**config.mk**
```make
export PLATFORM = sky130hd
export DESIGN_NAME = decode_top
export DESIGN_NICKNAME = d
export VERILOG_FILES = /design/src/logic/mips_pkg.sv /design/src/logic/ctrl_if.sv /design/src/logic/regrd_if.sv /design/src/logic/main_control.sv /design/src/logic/register_bank.sv /design/src/logic/decode_stage.sv /design/src/logic/decode_top.sv
export SDC_FILE = /design/constraint.sdc
export NUM_CORES = 2
export LEC_CHECK = 0
export BUFFER_PORTS_ARGS = -buffer_cell sky130_fd_sc_hd__buf_4
export CORE_UTILIZATION = 44
export DETAILED_ROUTE_END_ITERATION = 16
export MAX_ROUTING_LAYER = met4
export PLACE_DENSITY = 0.64
export SYNTH_ARGS = -nofsm -noshare
export SYNTH_HDL_FRONTEND = slang
export SYNTH_SLANG_ARGS = --single-unit
```
**constraint.sdc**
```tcl
create_clock -name i_clk -period 2.86 [get_ports i_clk]
set_clock_uncertainty 0.2 [all_clocks]
set_input_delay 0.572 -clock i_clk [delete_from_list [all_inputs] [get_ports i_clk]]
set_output_delay 0.572 -clock i_clk [all_outputs]
set_load 0.02 [all_outputs]
```
**src/logic/mips_pkg.sv**
```systemverilog
// ==============================
// MIPS decode widths, opcodes and
// ALU operation class encoding
// ==============================

package mips_pkg;

	// ==============================
	// word and field widths
	// ==============================

	// data and address word
	localparam int DATA_W = 32;

	// register number field
	localparam int REG_AW = 5;

	// architectural register count
	localparam int NUM_REGS = 32;

	// opcode field, instr[31:26]
	localparam int OP_W = 6;

	// immediate field, instr[15:0]
	localparam int IMM_W = 16;

	// ==============================
	// supported opcodes
	// ==============================

	// R-type uses funct for the real operation
	localparam logic [OP_W-1:0] OP_RTYPE = 6'd0;

	// memory access
	localparam logic [OP_W-1:0] OP_LW = 6'd35;
	localparam logic [OP_W-1:0] OP_SW = 6'd43;

	// conditional branch
	localparam logic [OP_W-1:0] OP_BEQ = 6'd4;

	// add immediate
	localparam logic [OP_W-1:0] OP_ADDI = 6'd8;

	// ==============================
	// ALU operation class
	// ==============================

	localparam int ALUOP_W = 2;

	// add for address calc, sub for compare, funct for R-type
	typedef enum logic [ALUOP_W-1:0] {
		ALUOP_ADD   = 2'd0,
		ALUOP_SUB   = 2'd1,
		ALUOP_FUNCT = 2'd2
	} aluop_t;

endpackage

```
**src/logic/ctrl_if.sv**
```systemverilog
// ==============================
// decoded control bundle from
// control decoder to decode register
// ==============================

`timescale 1ns/100ps

interface ctrl_if;
	import mips_pkg::*;

	// execute stage controls
	logic regdst;
	logic alusrc;
	aluop_t aluop;

	// memory stage controls
	logic memread;
	logic memwrite;
	logic branch;

	// write-back stage controls
	logic memtoreg;
	logic regwrite;

	modport src (
		output regdst, alusrc, aluop, memread, memwrite, branch, memtoreg, regwrite
	);

	modport dst (
		input regdst, alusrc, aluop, memread, memwrite, branch, memtoreg, regwrite
	);

endinterface

```
**src/logic/regrd_if.sv**
```systemverilog
// ==============================
// register bank read ports
// ==============================

`timescale 1ns/100ps

interface regrd_if;
	import mips_pkg::*;

	// source register numbers
	logic [REG_AW-1:0] rs_addr;
	logic [REG_AW-1:0] rt_addr;

	// values read back, same cycle
	logic [DATA_W-1:0] rs_data;
	logic [DATA_W-1:0] rt_data;

	// decode side drives the addresses
	modport user (
		output rs_addr,
		output rt_addr,
		input  rs_data,
		input  rt_data
	);

	// bank answers with the stored words
	modport bank (
		input  rs_addr,
		input  rt_addr,
		output rs_data,
		output rt_data
	);

endinterface

```
**src/logic/main_control.sv**
```systemverilog
// ==============================
// main control decoder
// ==============================

`timescale 1ns/100ps

module main_control (
	input  logic [mips_pkg::OP_W-1:0] i_opcode,
	ctrl_if.src                        o_ctrl
);

	import mips_pkg::*;

	// ==============================
	// opcode to control table
	// ==============================

	always_comb begin
		// everything off unless the opcode is known
		o_ctrl.regdst   = 1'b0;
		o_ctrl.alusrc   = 1'b0;
		o_ctrl.memtoreg = 1'b0;
		o_ctrl.regwrite = 1'b0;
		o_ctrl.memread  = 1'b0;
		o_ctrl.memwrite = 1'b0;
		o_ctrl.branch   = 1'b0;
		o_ctrl.aluop    = ALUOP_ADD;

		case (i_opcode)
			OP_RTYPE: begin
				// destination is rd and the ALU op comes from funct
				o_ctrl.regdst   = 1'b1;
				o_ctrl.regwrite = 1'b1;
				o_ctrl.aluop    = ALUOP_FUNCT;
			end

			OP_LW: begin
				// address is base + offset and the load result goes to rt
				o_ctrl.alusrc   = 1'b1;
				o_ctrl.memtoreg = 1'b1;
				o_ctrl.regwrite = 1'b1;
				o_ctrl.memread  = 1'b1;
				o_ctrl.aluop    = ALUOP_ADD;
			end

			OP_SW: begin
				// address is base + offset and rt goes to memory
				o_ctrl.alusrc   = 1'b1;
				o_ctrl.memwrite = 1'b1;
				o_ctrl.aluop    = ALUOP_ADD;
			end

			OP_BEQ: begin
				// compare rs and rt by subtraction
				o_ctrl.branch = 1'b1;
				o_ctrl.aluop  = ALUOP_SUB;
			end

			OP_ADDI: begin
				o_ctrl.alusrc   = 1'b1;
				o_ctrl.regwrite = 1'b1;
				o_ctrl.aluop    = ALUOP_ADD;
			end
		endcase
	end

endmodule

```
**src/logic/register_bank.sv**
```systemverilog
// ==============================
// 32 x 32 register file
// two async reads, one sync write
// ==============================

`timescale 1ns/100ps

module register_bank (
	input  logic                        i_clk,
	input  logic                        i_rst_n,
	input  logic                        i_wr_en,
	input  logic [mips_pkg::REG_AW-1:0] i_wr_addr,
	input  logic [mips_pkg::DATA_W-1:0] i_wr_data,
	regrd_if.bank                       rd
);

	import mips_pkg::*;

	// register storage
	logic [DATA_W-1:0] regs [NUM_REGS];

	// write to $zero is dropped
	logic wr_hit;

	assign wr_hit = i_wr_en && (i_wr_addr != '0);

	// ==============================
	// write port
	// ==============================

	always_ff @(posedge i_clk or negedge i_rst_n) begin
		if (!i_rst_n) begin
			for (int i = 0; i < NUM_REGS; i++) begin
				regs[i] <= '0;
			end
		end else if (wr_hit) begin
			regs[i_wr_addr] <= i_wr_data;
		end
	end

	// ==============================
	// read ports
	// ==============================

	// no bypass, a same-cycle write shows up only after the edge
	always_comb begin
		if (rd.rs_addr == '0) begin
			rd.rs_data = '0;
		end else begin
			rd.rs_data = regs[rd.rs_addr];
		end
	end

	always_comb begin
		if (rd.rt_addr == '0) begin
			rd.rt_data = '0;
		end else begin
			rd.rt_data = regs[rd.rt_addr];
		end
	end

endmodule

```
**src/logic/decode_stage.sv**
```systemverilog
// ==============================
// field split, sign extension and
// ID/EX pipeline register
// ==============================

`timescale 1ns/100ps

module decode_stage (
	input  logic                        i_clk,
	input  logic                        i_rst_n,
	input  logic [mips_pkg::DATA_W-1:0] i_instr,
	input  logic [mips_pkg::DATA_W-1:0] i_next_pc,
	ctrl_if.dst                         ctrl,
	regrd_if.user                       rd,

	// execute controls
	output logic                        o_ex_regdst,
	output logic                        o_ex_alusrc,
	output mips_pkg::aluop_t            o_ex_aluop,
	// memory controls
	output logic                        o_mem_branch,
	output logic                        o_mem_memread,
	output logic                        o_mem_memwrite,
	// write-back controls
	output logic                        o_wb_memtoreg,
	output logic                        o_wb_regwrite,

	output logic [mips_pkg::DATA_W-1:0] o_next_pc,
	output logic [mips_pkg::DATA_W-1:0] o_rs_data,
	output logic [mips_pkg::DATA_W-1:0] o_rt_data,
	output logic [mips_pkg::DATA_W-1:0] o_imm_ext,
	output logic [mips_pkg::REG_AW-1:0] o_rt_addr,
	output logic [mips_pkg::REG_AW-1:0] o_rd_addr
);

	import mips_pkg::*;

	// ==============================
	// instruction fields
	// ==============================

	logic [REG_AW-1:0] rt_field;
	logic [REG_AW-1:0] rd_field;
	logic [IMM_W-1:0]  imm_field;
	logic [DATA_W-1:0] imm_ext;

	assign rt_field  = i_instr[20:16];
	assign rd_field  = i_instr[15:11];
	assign imm_field = i_instr[IMM_W-1:0];

	// register bank read addresses
	assign rd.rs_addr = i_instr[25:21];
	assign rd.rt_addr = rt_field;

	// replicate bit 15 into the upper half
	assign imm_ext = {{(DATA_W-IMM_W){imm_field[IMM_W-1]}}, imm_field};

	// ==============================
	// ID/EX register
	// ==============================

	always_ff @(posedge i_clk or negedge i_rst_n) begin
		if (!i_rst_n) begin
			o_ex_regdst    <= 1'b0;
			o_ex_alusrc    <= 1'b0;
			o_ex_aluop     <= ALUOP_ADD;
			o_mem_branch   <= 1'b0;
			o_mem_memread  <= 1'b0;
			o_mem_memwrite <= 1'b0;
			o_wb_memtoreg  <= 1'b0;
			o_wb_regwrite  <= 1'b0;
			o_next_pc      <= '0;
			o_rs_data      <= '0;
			o_rt_data      <= '0;
			o_imm_ext      <= '0;
			o_rt_addr      <= '0;
			o_rd_addr      <= '0;
		end else begin
			// control bundle
			o_ex_regdst    <= ctrl.regdst;
			o_ex_alusrc    <= ctrl.alusrc;
			o_ex_aluop     <= ctrl.aluop;
			o_mem_branch   <= ctrl.branch;
			o_mem_memread  <= ctrl.memread;
			o_mem_memwrite <= ctrl.memwrite;
			o_wb_memtoreg  <= ctrl.memtoreg;
			o_wb_regwrite  <= ctrl.regwrite;
			// datapath
			o_next_pc      <= i_next_pc;
			o_rs_data      <= rd.rs_data;
			o_rt_data      <= rd.rt_data;
			o_imm_ext      <= imm_ext;
			// both destination candidates, regdst picks later
			o_rt_addr      <= rt_field;
			o_rd_addr      <= rd_field;
		end
	end

endmodule

```
**src/logic/decode_top.sv**
```systemverilog
// ==============================
// decode stage top level
// ==============================

`timescale 1ns/100ps

module decode_top (
	input  logic                        i_clk,
	input  logic                        i_rst_n,
	input  logic [mips_pkg::DATA_W-1:0] i_instr,
	input  logic [mips_pkg::DATA_W-1:0] i_next_pc,
	input  logic                        i_wb_regwrite,
	input  logic [mips_pkg::REG_AW-1:0] i_wb_addr,
	input  logic [mips_pkg::DATA_W-1:0] i_wb_data,

	output logic                        o_ex_regdst,
	output logic                        o_ex_alusrc,
	output mips_pkg::aluop_t            o_ex_aluop,
	output logic                        o_mem_branch,
	output logic                        o_mem_memread,
	output logic                        o_mem_memwrite,
	output logic                        o_wb_memtoreg,
	output logic                        o_wb_regwrite,
	output logic [mips_pkg::DATA_W-1:0] o_next_pc,
	output logic [mips_pkg::DATA_W-1:0] o_rs_data,
	output logic [mips_pkg::DATA_W-1:0] o_rt_data,
	output logic [mips_pkg::DATA_W-1:0] o_imm_ext,
	output logic [mips_pkg::REG_AW-1:0] o_rt_addr,
	output logic [mips_pkg::REG_AW-1:0] o_rd_addr
);

	import mips_pkg::*;

	// opcode is instr[31:26]
	logic [OP_W-1:0] opcode;

	assign opcode = i_instr[DATA_W-1 -: OP_W];

	ctrl_if  u_ctrl_if ();
	regrd_if u_rd_if ();

	main_control u_control (
		.i_opcode (opcode),
		.o_ctrl   (u_ctrl_if.src)
	);

	register_bank u_regs (
		.i_clk     (i_clk),
		.i_rst_n   (i_rst_n),
		.i_wr_en   (i_wb_regwrite),
		.i_wr_addr (i_wb_addr),
		.i_wr_data (i_wb_data),
		.rd        (u_rd_if.bank)
	);

	decode_stage u_stage (
		.i_clk          (i_clk),
		.i_rst_n        (i_rst_n),
		.i_instr        (i_instr),
		.i_next_pc      (i_next_pc),
		.ctrl           (u_ctrl_if.dst),
		.rd             (u_rd_if.user),
		.o_ex_regdst    (o_ex_regdst),
		.o_ex_alusrc    (o_ex_alusrc),
		.o_ex_aluop     (o_ex_aluop),
		.o_mem_branch   (o_mem_branch),
		.o_mem_memread  (o_mem_memread),
		.o_mem_memwrite (o_mem_memwrite),
		.o_wb_memtoreg  (o_wb_memtoreg),
		.o_wb_regwrite  (o_wb_regwrite),
		.o_next_pc      (o_next_pc),
		.o_rs_data      (o_rs_data),
		.o_rt_data      (o_rt_data),
		.o_imm_ext      (o_imm_ext),
		.o_rt_addr      (o_rt_addr),
		.o_rd_addr      (o_rd_addr)
	);

endmodule

```
# [After elaboration in Yosys (flattened, before gate mapping)]
# Cells that the tools add are included.
[totals] reg_bits=1154 input_bits=104 out_inout_bits=147 word_cells=82
[op_classes] order_cmp=4 eq_ne=4 mux=18 bitwise=3 n_reduce_logical=8
[op_table] cell="$bwmux 1024" count=1
[op_table] cell="$bmux 32 s5" count=2
[op_table] cell="$mux 32" count=7
[op_table] cell="$demux 32 s5" count=1
[op_table] cell="$ge 6x6->1 const B" count=3
[op_table] cell="$not 5->6" count=3
[op_table] cell="$eq 6x6->1 const B" count=2
[op_table] cell="$logic_not 5->1" count=2
[op_table] cell="$eq 6x3->1 const B" count=1
[op_table] cell="$eq 6x4->1 const B" count=1
[op_table] cell="$logic_not 6->1" count=1
[op_table] cell="$lt 6x1->1 const B" count=1
[op_table] cell="$mux 1" count=6
[op_table] cell="$reduce_or 3->1" count=2
[op_table] cell="$reduce_bool 5->1" count=1
[op_table] cell="$pmux 2 s2" count=1
[op_table] cell="$logic_and 1x1->1" count=2

# [Depth between registers and ports, before layout]
[logic_depth] ltp_word=6 mapped_depth=7 depth_no_buf=4

# [Cells and area by module]
# A second synthesis with hierarchy kept.
[hier_totals] cells_unflattened=3791 hier_area_um2=57846.7
[by_module_without_submodules] module="register_bank" instances=1 cells_per_inst=3621 area_each_um2=54357.1 seq_area_each_um2=25624.6
[by_module_without_submodules] module="decode_stage" instances=1 cells_per_inst=157 area_each_um2=3385.7 seq_area_each_um2=3153.0
[by_module_without_submodules] module="main_control" instances=1 cells_per_inst=13 area_each_um2=103.8 seq_area_each_um2=0.0

# [Worst setup path before layout]
# No wires, ideal clock.
[synth_path] path_kind="input port to flip-flop" startpoint="input i_instr[21] (netlist bit)" endpoint="register u_stage.o_rs_data[12] (netlist bit)" setup_ns=0.147 arrival_ns=1.834 t_required_ns=2.513 setup_slack_ns=0.679 path_stages=6 n_path_buf=2 path_cell_list="buf_2 -> buf_4 -> mux4_2 -> nor2b_1 -> a211oi_1 -> a311oi_1"
[synth_via] elab_chain_cells=5 elab_cells_between_ends=6 classes_between="4 x mux; 1 x bitwise; 1 x reduce/logical"
[synth_rtl] element="start, declared" line_no="decode_top.sv:10" text="input logic [mips_pkg::DATA_W-1:0] i_instr,"
[synth_rtl] element="$not 5->6 (not written as such)" line_no="register_bank.sv:50" text="rd.rs_data = regs[rd.rs_addr];"
[synth_rtl] element="$bmux 32 s5" line_no="register_bank.sv:50"
[synth_rtl] element="$mux 32 (not written as such) (2 in series)" line_no="register_bank.sv:50"
[synth_rtl] element="$mux 32 (*)" line_no="register_bank.sv:47" text="if (rd.rs_addr == '0) begin"
[synth_rtl] element="via u_rd_if.rs_data[12]" line_no="regrd_if.sv:15" text="logic [DATA_W-1:0] rs_data;"
[synth_rtl] element="end signal, assigned" line_no="decode_stage.sv:90" text="o_rs_data <= rd.rs_data;"
[synth_rtl] element="end, declared" line_no="decode_stage.sv:29" text="output logic [mips_pkg::DATA_W-1:0] o_rs_data,"
# The timed path passes the listed nets; every way through them passes the cells marked *. The select of a mux whose other input is x is not followed.
# A chain may end at the register's enable or synchronous reset.

# [Final worst setup path]
[layout_path] startpoint="input i_instr[17] (netlist bit)" endpoint="register u_stage.o_rt_data[22] (netlist bit)"
[layout_via] elab_chain_cells=5 elab_cells_between_ends=6 classes_between="4 x mux; 1 x bitwise; 1 x reduce/logical"
[layout_rtl] element="$not 5->6 (not written as such)" line_no="register_bank.sv:58" text="rd.rt_data = regs[rd.rt_addr];"
[layout_rtl] element="$bmux 32 s5" line_no="register_bank.sv:58"
[layout_rtl] element="$mux 32 (not written as such) (2 in series)" line_no="register_bank.sv:58"
[layout_rtl] element="$mux 32 (*)" line_no="register_bank.sv:55" text="if (rd.rt_addr == '0) begin"
[layout_rtl] element="via u_rd_if.rt_data[22]" line_no="regrd_if.sv:16" text="logic [DATA_W-1:0] rt_data;"
[layout_rtl] element="end signal, assigned" line_no="decode_stage.sv:91" text="o_rt_data <= rd.rt_data;"
[layout_rtl] element="end, declared" line_no="decode_stage.sv:30" text="output logic [mips_pkg::DATA_W-1:0] o_rt_data,"
# Marks and branches as above.

==> impl_results.md <==
* Run status: complete, no violations
* CTS tree: built
* Post-DP HPWL at 115 mm
* Cell Pwr Density at 695 nW/um2
* RSZ-0062 raised after global routing: false
* Postcts setup bufs at 0
* Ys async rst share at between 90% and 100%
* Initial antenna violation count at 7
* Reg2reg setup slack at approximately 0.8 ns
* Post-synth EDFFs at 0
* DP Cell Count at around 5600
* Worst R2R Start: u_regs.regs[758]
* Clock period minus worst slack at ~2.6 ns
* Max frequency at roughly 380 MHz
* Port Buffer Count at 250
* Mean routed wirelength per cell at between 30 and 40 um
* Fin nets at 4153
* Commonest non-fill, non-tap cell in the layout: dfrtp_1
* Synth area leaders: dfrtp_1 49%, mux2_2 19%, mux4_2 16%
* Max-cap violations at 0
* Cell row count at approximately 130
* Resized cells post-CTS at 0
* Reg2reg end: u_stage.o_rt_data[22]
* Top Ports at 251
* Initial DRC Count at 3311
* Hold buffers post-CTS at 60
* Worst slew pin tran at 1.30 ns
* Crit path to: u_stage.o_rt_data[22]
* WHS at between 0.05 and 0.06 ns
* Final hold violation count at 0
* Fin. max-slew vios at 0
* Crit-path max FO at 23
* Worst Setup SP: i_instr[17]
* # setup viols final at 0
* 1st-pass router iterations at 7
* Gr ovfl total at 0
* Share of post-route cells with drive strength above 1 at between 50% and 60%
* Vias in the first global route at 38500
* Max VDD drop at between 0.6 and 0.7 mV
* Die W at between 300 and 400 um
* Non-filler cells, final at between 5000 and 6000
* DIE HEIGHT at ~370 um
* Syn_nets at roughly 3900
* Routed vias at about 38000
* Gate Count Post-Synth at 3773
* Library cells used by synthesis at 44
* Cell area after synthesis at around 58000 um2
* FF-to-FF path depth at 5
* Slew HR at 12.9%
* Setup TNS at 0 ns
* Critical path class: in2reg
* Most frequent cells in the layout: 1148 x dfrtp_1, 958 x mux2_2, 418 x mux4_2
* Synth top area share at between 40% and 50%
* Clock Latency Late Sink at between 0.7 and 0.8 ns
* Total track usage at between 20% and 30%
* Initial cell density of the core at between 40 and 50%
* Vias/cell at 6.37
* P_leak at about 30 nW
* Area grow syn2layout at 17.9%
* Routed WL at approximately 190 mm
* Sequential area share after synthesis at 49.4%
* Core box area at between 100000 and 150000 um2
* Period utilization at around 92%
* Largest net degree at the start of global routing at roughly 100
* Die area at approximately 130000 um2
* Yosys Warn Count at 0
* Worst EP arrival at just over 3 ns
* Post-DRT Antenna Nets at 0
* #FFs+latches synth at between 1000 and 1500
* Biggest area consumer among synthesized cells: dfrtp_1
* Num CTS Buffers at between 100 and 150
* CP Capture Type: register
* Placer congestion estimate at approximately 0.85
* Clk pin slew, worst setup/hold paths at 0.06 ns
* Startpoint Class: primary input
* Clock Sinks at 1148
* Worst EP required at ~3.3 ns
* Top FF cell, synth: dfrtp_1
* Clk root buf: clkbuf_16
* Final Power at around 48 mW
* Clock tree buffer depth at 3
* Syn Area/Cell at ~15 um2
* First-pass GRT wire length at approximately 280 mm
* Hold Path Class: in2reg
* H-tree depth at 4
* Drc violations at 0
-- registers in the layout (all words and copies together), names as in the netlist --
signal	cells
u_regs.regs	1024
u_stage.o_ex_alusrc	1
u_stage.o_rs_data	32
u_stage.o_wb_regwrite	1
u_stage.o_mem_memwrite	1
u_stage.o_next_pc	32
u_stage.o_rt_data	32
u_stage.o_ex_regdst	1
u_stage.o_wb_memtoreg	1
u_stage.o_ex_aluop	2
u_stage.o_rt_addr	5
u_stage.o_imm_ext	16
-- through the flow --
step / setup WS (ns) / cell area, um2 / util [%]
final: 0.216 / 68600 / 52.3
after global placement: 0.0498 / 63600 / 48.5
after global routing: 0.191 / 68600 / 52.3
after detailed placement: -0.00805 / 63600 / 48.5
after CTS: 0.289 / 68600 / 52.2
after floorplan: 0.679 / 58200 / -
-- layout make-up --
type / count / area, um2
inverter: 3 / 16.3
fill: 10700 / 62700
clock buffer: 177 / 3730
tap: 1755 / 2200
clock inverter: 54 / 647
antenna: 6 / 15.0
multi-input combinational: 2176 / 27200
sequential: 1148 / 28700
timing repair buffer: 588 / 6050
-- Yosys cell counts, types with 18 or more instances --
| library cell | n |
|---|---|
| dfrtp_1 | 1148 |
| mux2_2 | 958 |
| mux4_2 | 418 |
| clkbuf_1 | 194 |
| buf_2 | 128 |
| mux2i_1 | 128 |
| mux2_1 | 98 |
| buf_4 | 87 |
| nor2b_1 | 66 |
| o21ai_1 | 65 |
| a211oi_1 | 64 |
| a22oi_1 | 64 |
| a311oi_1 | 64 |
| nand2_1 | 53 |
| a221oi_1 | 46 |
| o21ai_0 | 46 |
| buf_6 | 33 |
| mux4_1 | 30 |
| o2111ai_1 | 18 |
-- worst max-delay path, stage by stage --
cell           delay (ns)
dlygate4sd3_1        0.57
buf_8                0.17
nor2_4               0.98
a221oi_1             0.21
o21ai_0              0.24
a311oi_1             0.16
buf_4                0.19
-- how the worst min path moves through the flow --
stage | from | end | slack, ns | depth (start not counted)
2_1_floorplan | i_rst_n | u_regs.regs[0] | 0.08 | 0
3_3_place_gp | u_regs.regs[1022] | u_regs.regs[1022] | 0.18 | 0
3_5_place_dp | u_regs.regs[997] | u_regs.regs[997] | 0.18 | 0
4_1_cts | i_instr[19] | u_stage.o_rt_addr[3] | 0.006 | 2
5_1_grt | i_instr[19] | u_stage.o_rt_addr[3] | 0.02 | 2
6_report | i_instr[19] | u_stage.o_rt_addr[3] | 0.06 | 2
-- kinds of logic (layout without fill, tap and decap cells) --
logic type      count (synthesis)  in the layout  share of synthesized area [%]
simple gates                  176            176                           1.68
other cells                     0              6                              0
compound gates                368            368                           4.55
flops                        1148           1148                           49.4
mux                          1632           1632                           40.2
buf+inv                       449            822                           4.21
-- power breakdown --
part / switching, mW / internal (mW) / leakage, nW / total [mW]
Clock: 7.13 / 10.2 / 2.15 / 17.3
Sequential: 2.18 / 19.2 / 14.6 / 21.4
Combinational: 3.59 / 5.43 / 13.3 / 9.03
-- per-layer routing --
layer,global-route usage (%),part of all wire (%),wire (um)
met1,39.0,41,76900
met3,5.70,7.7,14400
met2,45.2,48,89700
met5,-,0,0
met4,10.9,3.6,6760
No activity file was read; power rests on OpenSTA's default activity.
